===== config.mk =====
export PLATFORM = sky130hd
export DESIGN_NAME = clock_enables
export DESIGN_NICKNAME = d
export VERILOG_FILES = /design/src/rtl/genbus_pkg.sv /design/src/rtl/clock_enables.sv
export SDC_FILE = /design/constraint.sdc
export NUM_CORES = 1
export LEC_CHECK = 0
export ABC_AREA = 1
export BUFFER_PORTS_ARGS = -buffer_cell sky130_fd_sc_hd__buf_4
export CAP_MARGIN = 0
export CORE_AREA = 4 4 41 43
export CTS_BUF_LIST = sky130_fd_sc_hd__clkbuf_4 sky130_fd_sc_hd__clkbuf_8
export CTS_CLUSTER_DIAMETER = 100
export CTS_CLUSTER_SIZE = 40
export DETAILED_ROUTE_END_ITERATION = 8
export DIE_AREA = 0 0 45 47
export GPL_TIMING_DRIVEN = 0
export PLACE_DENSITY_LB_ADDON = 0.12
export SLEW_MARGIN = 20
export SYNTH_ARGS = -nofsm -noshare
export SYNTH_HDL_FRONTEND = slang
export SYNTH_SLANG_ARGS = --single-unit

===== constraint.sdc =====
create_clock -name MCLK -period 1.5 [get_ports MCLK]
set_clock_uncertainty 0.1 [all_clocks]
set_input_delay 0 -clock MCLK [delete_from_list [all_inputs] [get_ports MCLK]]
set_output_delay 0 -clock MCLK [all_outputs]
set_load 0.02 [all_outputs]

===== src/rtl/genbus_pkg.sv =====
/*
 * System bus controller shared definitions
 * Bus widths, clock enable periods, open-bus reset value,
 * main bus and sound bus address regions, FSM state enums
 */
`default_nettype none

package genbus_pkg;

	// Widths
	localparam int MBUS_ADDR_W = 23;
	localparam int MBUS_DATA_W = 16;
	localparam int ZBUS_ADDR_W = 15;
	localparam int ZRAM_ADDR_W = 13;
	localparam int BANK_W      = 9;

	// Clock enable dividers
	localparam int M68K_CE_PERIOD  = 7;
	localparam int M68K_CE_N_POINT = 3;
	localparam int Z80_CE_PERIOD   = 15;

	localparam logic [15:0] OPEN_BUS_INIT = 16'h4E71;

	// ------------------------------------------------
	// Main bus regions, byte addresses
	// ------------------------------------------------
	localparam logic [23:0] ROM_BASE    = 24'h000000;
	localparam logic [23:0] ROM_LAST    = 24'h3FFFFF;
	localparam logic [23:0] ZWIN_BASE   = 24'hA00000;
	localparam logic [23:0] ZWIN_LAST   = 24'hA0FFFF;
	localparam logic [23:0] BUSREQ_ADDR = 24'hA11100;
	localparam logic [23:0] ZRESET_ADDR = 24'hA11200;
	localparam logic [23:0] RAM_BASE    = 24'hE00000;
	localparam logic [23:0] RAM_LAST    = 24'hFFFFFF;

	// Sound bus regions
	localparam logic [15:0] ZRAM_BASE = 16'h0000;
	localparam logic [15:0] ZRAM_LAST = 16'h3FFF;
	localparam logic [15:0] BANK_BASE = 16'h6000;
	localparam logic [15:0] BANK_LAST = 16'h60FF;

	typedef enum logic [3:0] {
		MBUS_IDLE, MBUS_SELECT, MBUS_ROM_READ, MBUS_RAM_WAIT, MBUS_RAM_READ,
		MBUS_RAM_WRITE, MBUS_ZBUS_WAIT, MBUS_UNMAPPED, MBUS_FINISH
	} mbus_state_t;

	typedef enum logic [1:0] {MSRC_NONE, MSRC_M68K, MSRC_Z80} mbus_src_t;

	typedef enum logic [1:0] {ZBUS_IDLE, ZBUS_ACCESS, ZBUS_FINISH} zbus_state_t;

	typedef enum logic {ZSRC_MBUS, ZSRC_Z80} zbus_src_t;

	function automatic logic in_range(logic [23:0] addr, logic [23:0] lo, logic [23:0] hi);
		return (addr >= lo) && (addr <= hi);
	endfunction

endpackage

`default_nettype wire

===== src/rtl/clock_enables.sv =====
/*
 * Clock enable divider
 * Two-phase enables for the main CPU and a single enable
 * for the sound CPU, all held low in reset
 */
`default_nettype none

module clock_enables (
	input  wire  MCLK,
	input  wire  reset,
	output logic m68k_ce_p,
	output logic m68k_ce_n,
	output logic z80_ce
);

	logic [$clog2(genbus_pkg::M68K_CE_PERIOD)-1:0] m68k_cnt;
	logic [$clog2(genbus_pkg::Z80_CE_PERIOD)-1:0]  z80_cnt;

	always_ff @(posedge MCLK) begin
		if (reset) begin
			m68k_cnt  <= '0;
			z80_cnt   <= '0;
			m68k_ce_p <= 1'b0;
			m68k_ce_n <= 1'b0;
			z80_ce    <= 1'b0;
		end else begin
			// Phase 1 lands on count 0, phase 2 on the N point
			if (m68k_cnt == genbus_pkg::M68K_CE_PERIOD - 1)
				m68k_cnt <= '0;
			else
				m68k_cnt <= m68k_cnt + 1'b1;
			m68k_ce_p <= (m68k_cnt == genbus_pkg::M68K_CE_PERIOD - 1);
			m68k_ce_n <= (m68k_cnt == genbus_pkg::M68K_CE_N_POINT - 1);

			if (z80_cnt == genbus_pkg::Z80_CE_PERIOD - 1)
				z80_cnt <= '0;
			else
				z80_cnt <= z80_cnt + 1'b1;
			z80_ce <= (z80_cnt == genbus_pkg::Z80_CE_PERIOD - 1);
		end
	end

endmodule

`default_nettype wire


======== Word level (Yosys, flattened, before mapping) ========
Cells that the tools add are included.
storage, ports and cells
  logic and storage cells ................. 12
  flip-flop bits (word level) ............. 10
  output and inout port bits .............. 3
operators by class
  equal/unequal tests ..................... 3
  reductions and logical operators ........ 2
  add/sub/neg operators ................... 2
operators with widths
  cell                   count
  $add A4 B1 Y4 const B  1
  $eq A4 B4 Y1 const B   1
  $reduce_or A2 Y1       2
  $add A3 B1 Y3 const B  1
  $eq A3 B2 Y1 const B   1
  $eq A3 B3 Y1 const B   1

======== Logic depth before layout (Yosys ltp) ========
  depth after elaboration ................. 2
  depth in mapped cells ................... 5

======== Least setup slack after synthesis ========
Ideal clock, no wire load.
  path kind ............................... register to register
  from .................................... reg z80_cnt[0] (netlist name)
  to ...................................... reg z80_cnt[2] (netlist name)
  required time ........................... 1.336 ns
  data arrival time ....................... 0.853 ns
  path buffers ............................ 0
  setup slack ............................. 0.483 ns
  cell stages (with the launch flop) ...... 6
  cell sequence ........................... dfxtp_1 > inv_1 > ha_1 > nand3_1 > nand2_2 > nor2_1
between the ends
  cells in the longest elaborated chain, start to end .. 2
  elaborated cells between the ends (all ways) .. 3
RTL lines
  element                                                line                 text
  start, declared                                        clock_enables.sv:17  logic [$clog2(genbus_pkg::Z80_CE_PERIOD)-1:0] z80_cnt;
  start signal, assigned                                 clock_enables.sv:38  z80_cnt <= z80_cnt + 1'b1;
  branches (longest 2 deep; another with $add A4 B1 Y4)  --
Several ways; the timed one is not identified.
A chain may end at the register's enable or synchronous reset.

======== Worst setup path after layout ========
  from .................................... reg z80_cnt[0] (netlist name)
  to ...................................... reg z80_cnt[0] (netlist name)
The elaborated chain is that of the path after synthesis.

==> flow_metrics.tcl <==
set metrics [dict create \
    status "finished clean" \
    clock_sinks 10 \
    startpoint "z80_cnt[0]$_SDFF_PP0_" \
    swShare 0.214 \
    finalHoldViolCount 0 \
    grt_max_degree 7 \
    finalCriticalPeriod_ps 1090 \
    pwr-share-seq 0.516 \
    fin_ws_ps 408 \
    pre_cts_ws_ps 400 \
    route.detailed.drc 0 \
    overflow 0 \
    min-delay-start "m68k_cnt[0]$_SDFF_PP0_" \
    root_buffer "clkbuf_4" \
    synth_seq_area_share 0.539 \
    chipWidth_microns 45 \
    ant_nets 0 \
    stdcell_count 63 \
    synth.area.top_cells "dfxtp_1, ha_1, nor2_1" \
    gp_congestion 0.609 \
    routed_wl_microns 499 \
    worst_path_max_delay_cell "dfxtp_1" \
    final_core_util 0.359 \
    rr_startpoint "z80_cnt[0]$_SDFF_PP0_" \
    syn-instance-count 39 \
    cp_cell_sequence "inv_1 > ha_1 > nand3_1 > nand2_2 > nor2_1" \
    power.switching_w 0.000123 \
    wl_per_cell_microns 7.92 \
    synth_area_sq_um 372 \
    required_ps 1590 \
    finalCritPeriodShare 0.728 \
    fmax_mhz 915 \
    worst_hold_path_type "register to register" \
    cp_max_fo 5 \
    regArea_sq_um 200 \
    multi_input_area_sq_um 149 \
    num-nets-final 55 \
    final_layout_size_suffix_gt1_frac 0.250 \
    startpoint_type "register" \
    internal-power_w 0.000449 \
    insertion_delay_ps 260 \
    grt_pass1_wl_microns 814 \
    cts_max_path_buffers 2 \
    power_leakage_nw 0.211 \
    arrival_ps 1190 \
    dp_hpwl_microns 416 \
    coreArea_sq_um 1300 \
    yosys_warnings 0 \
    grt_util_all_layers 0.0587 \
    critPathKind "register to register" \
    yosysTopAreaCell "dfxtp_1" \
    initialDrtViolationCount 0 \
    dr.pass1.iters 1 \
    worstMarginPinSlew_ps 158 \
    dp_cells 58 \
    final_cell_mix "dfxtp_1, nor2_1, inv_1" \
    slew_headroom 0.895 \
    crit_path_end_kind "register" \
    num_vias 257 \
    initial_core_util 0.286 \
    die_h_microns 47 \
    cts_tree "yes" \
    setup_tns_ps 0 \
    cts_setup_buffers 0 \
    clkTransAtPathRegs_ps 60 \
    slowest_delay_ps 390 \
    comb_power_share 0.075 \
    clkPwrFrac 0.410 \
    final_max_slew_viol_count 0 \
    rsz0062_at_grt "no" \
    p_total_w 0.000572 \
    drv_cap 0 \
    n_fill_cell 150 \
    rows 13 \
    io-pin-count 5 \
    ys_types 13 \
    viasPerCell 4.08 \
    vdd_drop_max_mv 0.557 \
    grt_antenna_before_repair 0 \
    io_buffers 4 \
    numCtsBuffers 3 \
    syn-num-nets 45 \
    area_growth_pct 25.6 \
    grt_pass1_vias 225 \
    r2r_setup_slack_ps 410 \
    powerDensity_nw_per_um2 1220 \
    synth.top_cell.area_share 0.539 \
    setup_viol 0 \
    yosys_register_bits 10 \
    mostFrequentLayoutCell "dfxtp_1" \
    cts_htree_levels 1 \
    die_area_sq_um 2120 \
    avgSynthCellArea_sq_um 9.53 \
    diodes 0 \
]
-- worst max-delay path, delay by kind of cell, from the launching register on --
family,cells,cell delay [ps]
DFF,1,390
buffers and inverters,1,60
and+or+nand+nor,3,290
adders and majority gates,1,190
-- synthesized netlist by cell type (all sizes together) --
| library cell | number |
|---|---|
| dfxtp | 10 |
| nor2 | 8 |
| inv | 6 |
| ha | 4 |
| nand2 | 3 |
| nand3 | 2 |
| nor3 | 2 |
| xnor2 | 2 |
| nand4 | 1 |
| o21ai | 1 |
-- per-layer routing --
| metal | vias to the layer above | wire, microns | global-route usage |
|---|---|---|---|
| li1 | 138 | - | - |
| met4 | 0 | 0 | 0.0351 |
| met2 | 7 | 213 | 0.0791 |
| met3 | 0 | 58 | 0.0575 |
| met5 | - | 0 | 0 |
| met1 | 112 | 226 | 0.0576 |
-- power groups by stage --
stage / clock network, W / registers [W] / logic, W
2_1_floorplan: 0 / 0.000300 / 0.0000290
5_1_grt: 0.000262 / 0.000297 / 0.0000475
4_1_cts: 0.000243 / 0.000295 / 0.0000437
3_3_place_gp: 0 / 0.000299 / 0.0000397
6_report: 0.000234 / 0.000295 / 0.0000428
3_5_place_dp: 0 / 0.000301 / 0.0000416
-- registers in the layout, indices dropped and copies added, names as in the netlist --
name,cells
z80_cnt,4
z80_ce,1
m68k_ce_n,1
m68k_cnt,3
m68k_ce_p,1
-- final timing paths --
path	to	depth (start not counted)
setup reg to reg	z80_cnt[0]$_SDFF_PP0_	5
setup / recovery	z80_cnt[0]$_SDFF_PP0_	5
hold / removal	m68k_cnt[0]$_SDFF_PP0_	1
hold reg to reg	m68k_cnt[0]$_SDFF_PP0_	1
-- what timing repair did --
action	CTS	global route
resized for setup	0	0
hold endpoints to repair	10	0
hold buffers	1	0
endpoints found under the setup margin	0	0
-- area by class of cell --
| cell class | count | area share |
|---|---|---|
| Inverter | 6 | 0.0483 |
| Timing Repair Buffer | 5 | 0.0858 |
| Sequential cell | 10 | 0.429 |
| Tap cell | 15 | 0.0402 |
| Multi-Input combinational cell | 23 | 0.319 |
| Clock buffer | 4 | 0.0777 |
-- per-stage QoR --
stage / cell area (sq um) / hold slack (ps)
global placement: 420 / 89.4
detailed placement: 420 / 90.9
CTS: 467 / 357
global route: 467 / 372
finish: 467 / 352
floorplan: 372 / -27.6
-- cell families (layout without fill, tap and decap cells) --
group | count (synthesis) | in the layout | synth area share
AO/OA/AOI/OAI | 1 | 1 | 0.0236
XOR/XNOR | 2 | 2 | 0.0471
adder cells (fa/ha/maj) | 4 | 4 | 0.135
buffers and inverters | 6 | 15 | 0.0606
flip-flops | 10 | 10 | 0.539
AND/OR/NAND/NOR | 16 | 16 | 0.195
(Power assumes the default switching activity.)
