## src/rtl/genbus_pkg.sv

```systemverilog
/*
 * System bus controller shared definitions
 * Bus widths, clock enable periods, open-bus reset value,
 * main bus and sound bus address regions, FSM state enums
 */
`default_nettype none

package genbus_pkg;

	// Widths
	localparam int MBUS_ADDR_W = 23;
	localparam int MBUS_DATA_W = 16;
	localparam int ZBUS_ADDR_W = 15;
	localparam int ZRAM_ADDR_W = 13;
	localparam int BANK_W      = 9;

	// Clock enable dividers
	localparam int M68K_CE_PERIOD  = 7;
	localparam int M68K_CE_N_POINT = 3;
	localparam int Z80_CE_PERIOD   = 15;

	localparam logic [15:0] OPEN_BUS_INIT = 16'h4E71;

	// ------------------------------------------------
	// Main bus regions, byte addresses
	// ------------------------------------------------
	localparam logic [23:0] ROM_BASE    = 24'h000000;
	localparam logic [23:0] ROM_LAST    = 24'h3FFFFF;
	localparam logic [23:0] ZWIN_BASE   = 24'hA00000;
	localparam logic [23:0] ZWIN_LAST   = 24'hA0FFFF;
	localparam logic [23:0] BUSREQ_ADDR = 24'hA11100;
	localparam logic [23:0] ZRESET_ADDR = 24'hA11200;
	localparam logic [23:0] RAM_BASE    = 24'hE00000;
	localparam logic [23:0] RAM_LAST    = 24'hFFFFFF;

	// Sound bus regions
	localparam logic [15:0] ZRAM_BASE = 16'h0000;
	localparam logic [15:0] ZRAM_LAST = 16'h3FFF;
	localparam logic [15:0] BANK_BASE = 16'h6000;
	localparam logic [15:0] BANK_LAST = 16'h60FF;

	typedef enum logic [3:0] {
		MBUS_IDLE, MBUS_SELECT, MBUS_ROM_READ, MBUS_RAM_WAIT, MBUS_RAM_READ,
		MBUS_RAM_WRITE, MBUS_ZBUS_WAIT, MBUS_UNMAPPED, MBUS_FINISH
	} mbus_state_t;

	typedef enum logic [1:0] {MSRC_NONE, MSRC_M68K, MSRC_Z80} mbus_src_t;

	typedef enum logic [1:0] {ZBUS_IDLE, ZBUS_ACCESS, ZBUS_FINISH} zbus_state_t;

	typedef enum logic {ZSRC_MBUS, ZSRC_Z80} zbus_src_t;

	function automatic logic in_range(logic [23:0] addr, logic [23:0] lo, logic [23:0] hi);
		return (addr >= lo) && (addr <= hi);
	endfunction

endpackage

`default_nettype wire
```

## src/rtl/main_bus_arbiter.sv

```systemverilog
/*
 * Main bus arbiter
 * Takes one cycle from the main CPU or, at lower priority, the
 * sound CPU, decodes ROM, work RAM, sound CPU window and the
 * sound CPU control registers, and waits on the target device.
 * Unmapped reads return the last main CPU read data
 */
`default_nettype none

module main_bus_arbiter (
	input  wire                                   MCLK,
	input  wire                                   reset,
	input  wire  [genbus_pkg::MBUS_ADDR_W:1]      m68k_addr,
	input  wire  [genbus_pkg::MBUS_DATA_W-1:0]    m68k_wdata,
	input  wire                                   m68k_as_n,
	input  wire                                   m68k_uds_n,
	input  wire                                   m68k_lds_n,
	input  wire                                   m68k_rnw,
	output logic [genbus_pkg::MBUS_DATA_W-1:0]    m68k_rdata,
	output logic                                  m68k_dtack_n,
	input  wire  [15:0]                           z80_addr,
	input  wire  [7:0]                            z80_wdata,
	input  wire                                   z80_mreq_n,
	input  wire                                   z80_rd_n,
	input  wire                                   z80_wr_n,
	input  wire                                   z80_busak_n,
	output logic [7:0]                            z80_mbus_rdata,
	output logic                                  z80_mbus_wait_n,
	output logic                                  z80_busrq_n,
	output logic                                  z80_reset_n,
	input  wire  [genbus_pkg::MBUS_DATA_W-1:0]    vdi,
	input  wire                                   rom_dtack_n,
	input  wire                                   ram_rdy,
	output logic [genbus_pkg::MBUS_ADDR_W:1]      va,
	output logic [genbus_pkg::MBUS_DATA_W-1:0]    vdo,
	output logic                                  rnw,
	output logic                                  uds_n,
	output logic                                  lds_n,
	output logic                                  ram_ce_n,
	output logic                                  rom_n,
	input  wire  [genbus_pkg::BANK_W-1:0]         bank,
	input  wire                                   zbus_ack,
	input  wire  [7:0]                            zbus_rdata,
	output logic                                  zbus_req,
	output logic [genbus_pkg::ZBUS_ADDR_W-1:0]    zbus_addr,
	output logic [7:0]                            zbus_wdata,
	output logic                                  zbus_we,
	output logic                                  zbus_granted
);

	genbus_pkg::mbus_state_t state;
	genbus_pkg::mbus_src_t   src;

	logic [23:0] mbus_byte;
	logic        m68k_req;
	logic        z80_msel;
	logic        z80_mbus_ack;
	logic        rom_sel;
	logic        ram_sel;
	logic        is_busreq;
	logic        is_zreset;
	logic        ctrl_bit;
	logic        cycle_done;
	logic [15:0] done_data;
	logic [15:0] rdata_r;
	logic [15:0] open_bus;

	assign m68k_req = ~m68k_as_n & (~m68k_uds_n | ~m68k_lds_n);
	// Upper half of the sound CPU space is the banked main bus window
	assign z80_msel = ~z80_mreq_n & (~z80_rd_n | ~z80_wr_n) & z80_addr[15];

	assign mbus_byte = {va, 1'b0};
	assign is_busreq = (mbus_byte == genbus_pkg::BUSREQ_ADDR);
	assign is_zreset = (mbus_byte == genbus_pkg::ZRESET_ADDR);
	assign ctrl_bit  = is_busreq ? (z80_busak_n | ~z80_reset_n) : z80_reset_n;

	// ------------------------------------------------
	// Device completion and returned data
	// ------------------------------------------------
	always_comb begin
		cycle_done = 1'b0;
		done_data  = open_bus;
		case (state)
			genbus_pkg::MBUS_ROM_READ: begin
				cycle_done = ~rom_dtack_n;
				done_data  = vdi;
			end
			genbus_pkg::MBUS_RAM_READ: begin
				cycle_done = ram_rdy;
				done_data  = vdi;
			end
			genbus_pkg::MBUS_RAM_WRITE: cycle_done = 1'b1;
			genbus_pkg::MBUS_ZBUS_WAIT: begin
				cycle_done = zbus_ack;
				done_data  = {zbus_rdata, zbus_rdata};
			end
			genbus_pkg::MBUS_UNMAPPED: begin
				cycle_done = 1'b1;
				if (is_busreq || is_zreset)
					done_data = {open_bus[15:9], ctrl_bit, open_bus[7:0]};
			end
			default: ;
		endcase
	end

	always_ff @(posedge MCLK) begin
		if (reset) begin
			state        <= genbus_pkg::MBUS_IDLE;
			src          <= genbus_pkg::MSRC_NONE;
			m68k_dtack_n <= 1'b1;
			z80_mbus_ack <= 1'b0;
			rnw          <= 1'b1;
			uds_n        <= 1'b1;
			lds_n        <= 1'b1;
			rom_sel      <= 1'b0;
			ram_sel      <= 1'b0;
			zbus_req     <= 1'b0;
			z80_busrq_n  <= 1'b1;
			z80_reset_n  <= 1'b0;
			open_bus     <= genbus_pkg::OPEN_BUS_INIT;
		end else begin
			case (state)
				genbus_pkg::MBUS_IDLE: begin
					if (m68k_req) begin
						src   <= genbus_pkg::MSRC_M68K;
						va    <= m68k_addr;
						vdo   <= m68k_wdata;
						uds_n <= m68k_uds_n;
						lds_n <= m68k_lds_n;
						rnw   <= m68k_rnw;
						state <= genbus_pkg::MBUS_SELECT;
					end else if (z80_msel) begin
						// Even byte on the upper lane
						src   <= genbus_pkg::MSRC_Z80;
						va    <= {bank, z80_addr[14:1]};
						vdo   <= {z80_wdata, z80_wdata};
						uds_n <= z80_addr[0];
						lds_n <= ~z80_addr[0];
						rnw   <= z80_wr_n;
						state <= genbus_pkg::MBUS_SELECT;
					end
				end
				genbus_pkg::MBUS_SELECT: begin
					if (genbus_pkg::in_range(mbus_byte, genbus_pkg::ROM_BASE,
						genbus_pkg::ROM_LAST)) begin
						rom_sel <= 1'b1;
						state   <= genbus_pkg::MBUS_ROM_READ;
					end else if (genbus_pkg::in_range(mbus_byte, genbus_pkg::ZWIN_BASE,
						genbus_pkg::ZWIN_LAST)) begin
						zbus_req <= 1'b1;
						state    <= genbus_pkg::MBUS_ZBUS_WAIT;
					end else if (genbus_pkg::in_range(mbus_byte, genbus_pkg::RAM_BASE,
						genbus_pkg::RAM_LAST)) begin
						ram_sel <= 1'b1;
						state   <= genbus_pkg::MBUS_RAM_WAIT;
					end else begin
						state <= genbus_pkg::MBUS_UNMAPPED;
					end
				end
				genbus_pkg::MBUS_RAM_WAIT:
					if (!ram_rdy)
						state <= rnw ? genbus_pkg::MBUS_RAM_READ : genbus_pkg::MBUS_RAM_WRITE;
				genbus_pkg::MBUS_UNMAPPED:
					// Control bits sit on the upper data lane
					if (!rnw && !uds_n) begin
						if (is_busreq)
							z80_busrq_n <= ~vdo[8];
						if (is_zreset)
							z80_reset_n <= vdo[8];
					end
				genbus_pkg::MBUS_FINISH:
					if ((src == genbus_pkg::MSRC_M68K && m68k_as_n) ||
						(src == genbus_pkg::MSRC_Z80 && !z80_msel)) begin
						if (src == genbus_pkg::MSRC_M68K && rnw)
							open_bus <= rdata_r;
						m68k_dtack_n <= 1'b1;
						z80_mbus_ack <= 1'b0;
						rnw          <= 1'b1;
						uds_n        <= 1'b1;
						lds_n        <= 1'b1;
						rom_sel      <= 1'b0;
						ram_sel      <= 1'b0;
						src          <= genbus_pkg::MSRC_NONE;
						state        <= genbus_pkg::MBUS_IDLE;
					end
				default: ;
			endcase

			if (cycle_done) begin
				m68k_dtack_n <= (src != genbus_pkg::MSRC_M68K);
				z80_mbus_ack <= (src == genbus_pkg::MSRC_Z80);
				zbus_req     <= 1'b0;
				state        <= genbus_pkg::MBUS_FINISH;
			end
		end
	end

	// Read data register, no reset needed
	always_ff @(posedge MCLK) begin
		if (cycle_done)
			rdata_r <= done_data;
	end

	assign m68k_rdata      = rdata_r;
	assign z80_mbus_rdata  = z80_addr[0] ? rdata_r[7:0] : rdata_r[15:8];
	assign z80_mbus_wait_n = ~(z80_msel & ~z80_mbus_ack);

	assign ram_ce_n = ~ram_sel;
	assign rom_n    = ~rom_sel;

	// Sound bus byte view of the latched cycle
	assign zbus_addr    = {va[14:1], uds_n};
	assign zbus_wdata   = uds_n ? vdo[7:0] : vdo[15:8];
	assign zbus_we      = ~rnw;
	assign zbus_granted = ~z80_busrq_n & z80_reset_n;

endmodule

`default_nettype wire

```

## config.mk

```make
export PLATFORM = sky130hd
export DESIGN_NAME = main_bus_arbiter
export DESIGN_NICKNAME = d
export VERILOG_FILES = /design/src/rtl/genbus_pkg.sv /design/src/rtl/main_bus_arbiter.sv
export SDC_FILE = /design/constraint.sdc
export NUM_CORES = 1
export LEC_CHECK = 0
export BUFFER_PORTS_ARGS = -buffer_cell sky130_fd_sc_hd__buf_2
export CORE_MARGIN = 1
export CORE_UTILIZATION = 51
export DETAILED_ROUTE_END_ITERATION = 12
export PLACE_DENSITY_LB_ADDON = 0.05
export SLEW_MARGIN = 10
export SYNTH_ARGS = -nofsm -noshare
export SYNTH_HDL_FRONTEND = slang
export SYNTH_SLANG_ARGS = --single-unit
export TNS_END_PERCENT = 1
```

## constraint.sdc

```tcl
create_clock -name MCLK -period 10.5 [get_ports MCLK]
set_clock_uncertainty 0.2 [all_clocks]
set_input_delay 0.525 -clock MCLK [delete_from_list [all_inputs] [get_ports MCLK]]
set_output_delay 0.525 -clock MCLK [all_outputs]
set_load 0.01 [all_outputs]
```

---- Yosys cells after proc, flatten, opt, wreduce, memory -nomap -nowiden ----
Index checks and enable logic that the tools add are counted.
word-level totals
  register bits after elaboration ......... 87
  bits of input ports ..................... 109
  output and inout bits ................... 98
  logic and storage cells ................. 151
cells by class
  order comparisons ....................... 6
  eq/ne operators ......................... 23
  multiplexer cells ....................... 45
  bitwise operators ....................... 26
  reductions and logical operators ........ 34
operator list
  cell                                                                                 count
  24-bit >= comparator (second input constant)                                         2
  24-bit less-or-equal comparator (second input constant)                              2
  16-bit one-hot mux with 3 select lines                                               1
  23-bit == test (second input constant)                                               2
  23-bit two-way mux                                                                   2
  16-bit two-way mux                                                                   2
  24-bit by 1-bit >= comparator with 1-bit output (second input constant)              1
  24-bit by 22-bit less-or-equal comparator with 1-bit output (second input constant)  1
  3-bit AND reduction                                                                  7
  4-bit two-way mux                                                                    5
  1-bit two-way mux                                                                    18
  1-bit inverter                                                                       18
  4-bit by 3-bit == test with 1-bit output (second input constant)                     4
  8-bit two-way mux                                                                    2
  4-bit one-hot mux with 4 select lines                                                1
  2-bit inequality test (second input constant)                                        6
  1-bit one-hot mux with 2 select lines                                                5
  2-bit nonzero test                                                                   5
  3-bit two-way mux                                                                    3
  9-bit two-way mux                                                                    1
  3-bit inequality test (second input constant)                                        3
  4-bit by 2-bit == test with 1-bit output (second input constant)                     2
  4-bit AND reduction                                                                  2
  1-bit logical AND                                                                    7
  other kinds (19)                                                                     32

---- Logic depth before layout (Yosys ltp) ----
  depth in word-level cells ............... 10
  gate-level depth with buffers ........... 8
  depth with buffers taken out ............ 5

---- Worst setup path before layout ----
No wires, ideal clock.
  kind .................................... input -> register
  start point ............................. input m68k_lds_n
  end point ............................... register va[10] in the netlist's numbering, enable pin
  library setup time ...................... 0.484 ns
  arrival ................................. 3.608 ns
  required time ........................... 9.816 ns
  slack ................................... 6.208 ns
  stages on the path ...................... 3
  path buffers ............................ 0
  path through ............................ a21oi_1 a21oi_1 nor3_1
between the ends
  cells in the longest elaborated chain, start to end .. 5
ends and longest elaborated chain
  what                                  RTL line                 source
  start, declared                       main_bus_arbiter.sv:17   input wire m68k_lds_n,
  1-bit inverter                        main_bus_arbiter.sv:68   assign m68k_req = ~m68k_as_n & (~m68k_uds_n | ~m68k_lds_n);
  1-bit OR                              main_bus_arbiter.sv:68
  1-bit AND                             main_bus_arbiter.sv:68
  2-bit nonzero test (no source line)   n/a
  3-bit AND reduction (no source line)  n/a
  end signal, assigned                  main_bus_arbiter.sv:126  va <= m68k_addr;
  end signal, assigned                  main_bus_arbiter.sv:135  va <= {bank, z80_addr[14:1]};
  end, declared                         main_bus_arbiter.sv:34   output logic [genbus_pkg::MBUS_ADDR_W:1] va,
Every way passes these cells.
A chain may end at the register's enable or synchronous reset.

---- Worst setup path in the final report ----
  start point ............................. register state[1]
  end point ............................... register rdata_r[8] (netlist: m68k_rdata[8]) (data pin)
between the ends
  cells in the longest elaborated chain, start to end .. 3
  elaborated cells on any way between the ends .. 6
  those cells by class .................... 4 x eq/ne; 1 x mux; 1 x reduce/logical
ends and longest elaborated chain
  what                                                                                                         RTL line                 source
  start, declared                                                                                              main_bus_arbiter.sv:51   genbus_pkg::mbus_state_t state;
  start signal, assigned                                                                                       main_bus_arbiter.sv:108  state <= genbus_pkg::MBUS_IDLE;
  start signal, assigned                                                                                       main_bus_arbiter.sv:131  state <= genbus_pkg::MBUS_SELECT;
  start signal, assigned                                                                                       main_bus_arbiter.sv:140  state <= genbus_pkg::MBUS_SELECT;
  4-bit by 3-bit == test with 1-bit output / 4-bit by 2-bit == test with 1-bit output (equally long branches)  main_bus_arbiter.sv:83   case (state)
  2-bit OR reduction (no source line)                                                                          n/a
  16-bit one-hot mux with 3 select lines (*)                                                                   main_bus_arbiter.sv:83
  named net done_data[8]                                                                                       main_bus_arbiter.sv:64   logic [15:0] done_data;
  end signal, assigned                                                                                         main_bus_arbiter.sv:201  rdata_r <= done_data;
  end, declared                                                                                                main_bus_arbiter.sv:65   logic [15:0] rdata_r;
The timed path passes the listed nets; every way through them passes the cells marked *.

==> impl_metrics.yaml <==
logic_synthesis:
  avgSynthCellArea_sq_um: 9.031
  ys_async_sr_fraction: 0
  synth_ff_type: "edfxtp_1"
  synth_top_area_cell: "edfxtp_1"
  syn_area_sq_um: 4597
  synthTopCellsByArea: "edfxtp_1 (36%), dfxtp_1 (14%), nand2_1 (12%), mux2_2 (3.9%), o21ai_0 (2.9%)"
  synth_top_area_share: 0.3593
  synth_edf_count: 55
  synth_cells: 509
  synth_nets: 618
  synth_seq_cells: 87
  synth_warnings: 0
  ys_types: 53
  yosysSeqAreaShare: 0.4986
grt:
  grt_start_max_net_pins: 43
  antenna_found_initial: 0
  grt_pass1_vias: 4173
  grt_overflow_total: 0
  grt_usage: 0.2555
  grt_pass1_wl_mm: 19.52
layout:
  drive_above_1_share: 0.3674
  register_area_sq_um: 2292
  syn2layout_area_growth_pct: 26.51
  antenna_cells: 0
  multi_input_area_sq_um: 2023
  nFillCells: 727
  instances_no_fill: 802
  final_nets: 798
floorplanning:
  die_w_um: 96.94
  io_pins: 207
  row_count: 34
  initial_core_util: 0.5271
  core-area_sq_um: 8721
  dieArea_sq_um: 9397
  die_h_um: 96.94
power:
  swShare: 0.3595
  power_frac_seq: 0.444
  leakage_nw: 2.609
  power_switching_w: 0.0004055
  ir_drop_mv: 0.09461
  p_int_w: 0.0007224
  power_frac_comb: 0.332
  clock_power_share: 0.224
  p_per_area_nw_per_um2: 193.9
critical_path:
  cp.arrival_ns: 3.08
  reg2regPathDepth: 5
  crit_fanout: 34
  cp-end-kind: "flop"
  regToRegSetupSlack_ns: 7.43
  slowest_stage: "dfxtp_1"
  cp-start-kind: "flop"
  cp_cell_sequence: "inv_1 -> nor2_1 -> a22oi_1 -> o21ai_0 -> a21o_1"
  slowest_delay_ns: 0.98
  crit_type: "reg -> reg"
  critPathRequiredTime_ns: 10.51
clocking:
  numCtsBuffers: 9
  clk_path_buf_depth: 2
  cts-root-buf: "clkbuf_8"
  cts_tree: "done"
  ctsResizeCount: 0
  clkSinkCount: 87
  cts.hold.buffers_added: 0
  cts_setup_buffers: 0
  clkLatencyLatePin_ns: 0.34
  cts_max_level: 3
  clk_pin_slew_ns: 0.10
sta:
  tightest_slew_ns: 1.176
  slew_headroom: 0.2107
  setup_viol: 0
  final_hold_viol_count: 0
  fmax_mhz: 326.0
  rsz0062_at_grt: "no"
  fin_crit_sh: 0.2922
  report.final.slew_viol_count: 0
  fin_crit_ns: 3.068
  fin_setup_tns_ns: 0
routing:
  vias: 4315
  ant_nets: 0
  drt_wl_total_mm: 12.01
  via_per_inst: 5.380
  drt_iter0_drc: 211
  drtPass1Iterations: 4
  wl_per_cell_um: 14.98
  route.detailed.drc: 0
placed_design:
  port_buffers: 206
  hpwl_mm: 8.888
  gp_congestion: 0.8625
  place_inst: 785
hold_path:
  hold_depth: 3
  hp-class: "in -> reg"
status:
  status: "finished clean"
job:
  cap_violations: 0
==> per-layer routing <==
| metal | wire (um) | vias to the layer above | global-route usage |
|---|---|---|---|
| met5 | 0 | - | 0 |
| met4 | 168 | 0 | 0.08726 |
| met3 | 866 | 14 | 0.06069 |
| met2 | 6130 | 185 | 0.4496 |
| met1 | 4849 | 2007 | 0.3046 |
| li1 | - | 2109 | - |
==> stage by stage <==
stage / hold WS (ns) / setup WS, ns / area, sq um / util / total power (W)
floorplan: 0.2363 / 6.208 / 4597 / - / 0.0007489
global placement: 0.2454 / 7.715 / 5575 / 0.6393 / 0.0008652
detailed placement: 0.2479 / 7.513 / 5575 / 0.6393 / 0.0008814
CTS: 0.2219 / 7.488 / 5801 / 0.6651 / 0.001131
global route: 0.2305 / 7.244 / 5816 / 0.6669 / 0.001191
finish: 0.2320 / 7.432 / 5816 / 0.6669 / 0.001128
==> layout by cell type, fill, tap and decap left out, types with 3 or more instances in the layout <==
| cell type | netlist | routed |
|---|---|---|
| buf_2 | 1 | 206 |
| nand2_1 | 153 | 153 |
| edfxtp_1 | 55 | 55 |
| dfxtp_1 | 32 | 32 |
| o21ai_0 | 27 | 27 |
| inv_1 | 22 | 22 |
| nor2_1 | 21 | 21 |
| a22oi_1 | 17 | 17 |
| mux2_2 | 16 | 16 |
| o21ai_1 | 15 | 15 |
| nor2b_1 | 14 | 14 |
| a21o_1 | 10 | 10 |
| mux2i_1 | 10 | 10 |
| clkbuf_8 | 0 | 10 |
| a211o_1 | 8 | 8 |
| nor3_1 | 8 | 7 |
| a21oi_1 | 9 | 7 |
| or3_1 | 6 | 6 |
| nor4_1 | 5 | 5 |
| nand3_1 | 4 | 4 |
| and3_1 | 3 | 3 |
| clkbuf_16 | 0 | 3 |
==> worst max-delay path: cells and delay by family (launching register included) <==
| kind | cells | cell delay [ns] |
|---|---|---|
| buffers and inverters | 1 | 0.24 |
| flip-flops | 1 | 0.98 |
| AND/OR/NAND/NOR | 1 | 0.94 |
| AO/OA/AOI/OAI | 3 | 0.58 |
==> synthesized netlist by cell type (2+ instances only) <==
master and n:
o22ai_1 2, nor2b_1 14, a211o_1 8, nand3b_1 2
edfxtp_1 55, o21ai_1 15, nor4_1 5, nor3_1 8
mux2i_1 10, nor2_1 21, and3_1 3, clkbuf_1 20
buf_4 16, a21oi_1 9, nor4b_1 2, mux2_2 16
inv_1 22, nand3_1 4, or3_1 6, a21o_1 10
a22oi_1 17, o211ai_1 2, o21ai_0 27, o21a_1 2
and2b_2 2, dfxtp_1 32, nand2_1 153
==> cells by family after synthesis <==
group | after synthesis | synth area share
mux | 27 | 0.06342
compound gates | 99 | 0.1396
simple gates | 234 | 0.2327
buf+inv | 62 | 0.06559
flops | 87 | 0.4986
==> cell type report <==
cell class / count / share of cell area
clock buffer: 15 / 0.03787
timing repair buffer: 208 / 0.1812
tap: 108 / 0.02324
multi-input combinational: 360 / 0.3479
clock inverter: 1 / 0.0008606
inverter: 23 / 0.01485
sequential: 87 / 0.3941
==> registers in the layout, indices dropped and copies added (netlist names) <==
register      count
open_bus         16
lds_n             1
va               23
vdo              16
m68k_rdata       16
ram_sel           1
uds_n             1
z80_busrq_n       1
src               2
z80_mbus_ack      1
zbus_req          1
state             4
m68k_dtack_n      1
rom_sel           1
rnw               1
z80_reset_n       1
==> final timing paths <==
kind,from,end
max,state[1]$_SDFFE_PP0P_,m68k_rdata[8]$_DFFE_PP_
min,m68k_addr[5],va[5]$_DFFE_PP_
max reg2reg,state[1]$_SDFFE_PP0P_,m68k_rdata[8]$_DFFE_PP_
min reg2reg,ram_sel$_SDFFE_PP0P_,ram_sel$_SDFFE_PP0P_
==> power groups by stage <==
stage / clock network [W] / logic [W] / registers, W
2_1_floorplan: 0 / 0.000249 / 0.000499
3_3_place_gp: 0 / 0.000362 / 0.000503
5_1_grt: 0.000267 / 0.000413 / 0.000511
3_5_place_dp: 0 / 0.000373 / 0.000508
6_report: 0.000253 / 0.000374 / 0.000501
4_1_cts: 0.000255 / 0.000375 / 0.000500
Power figures use the tool's default switching activity.
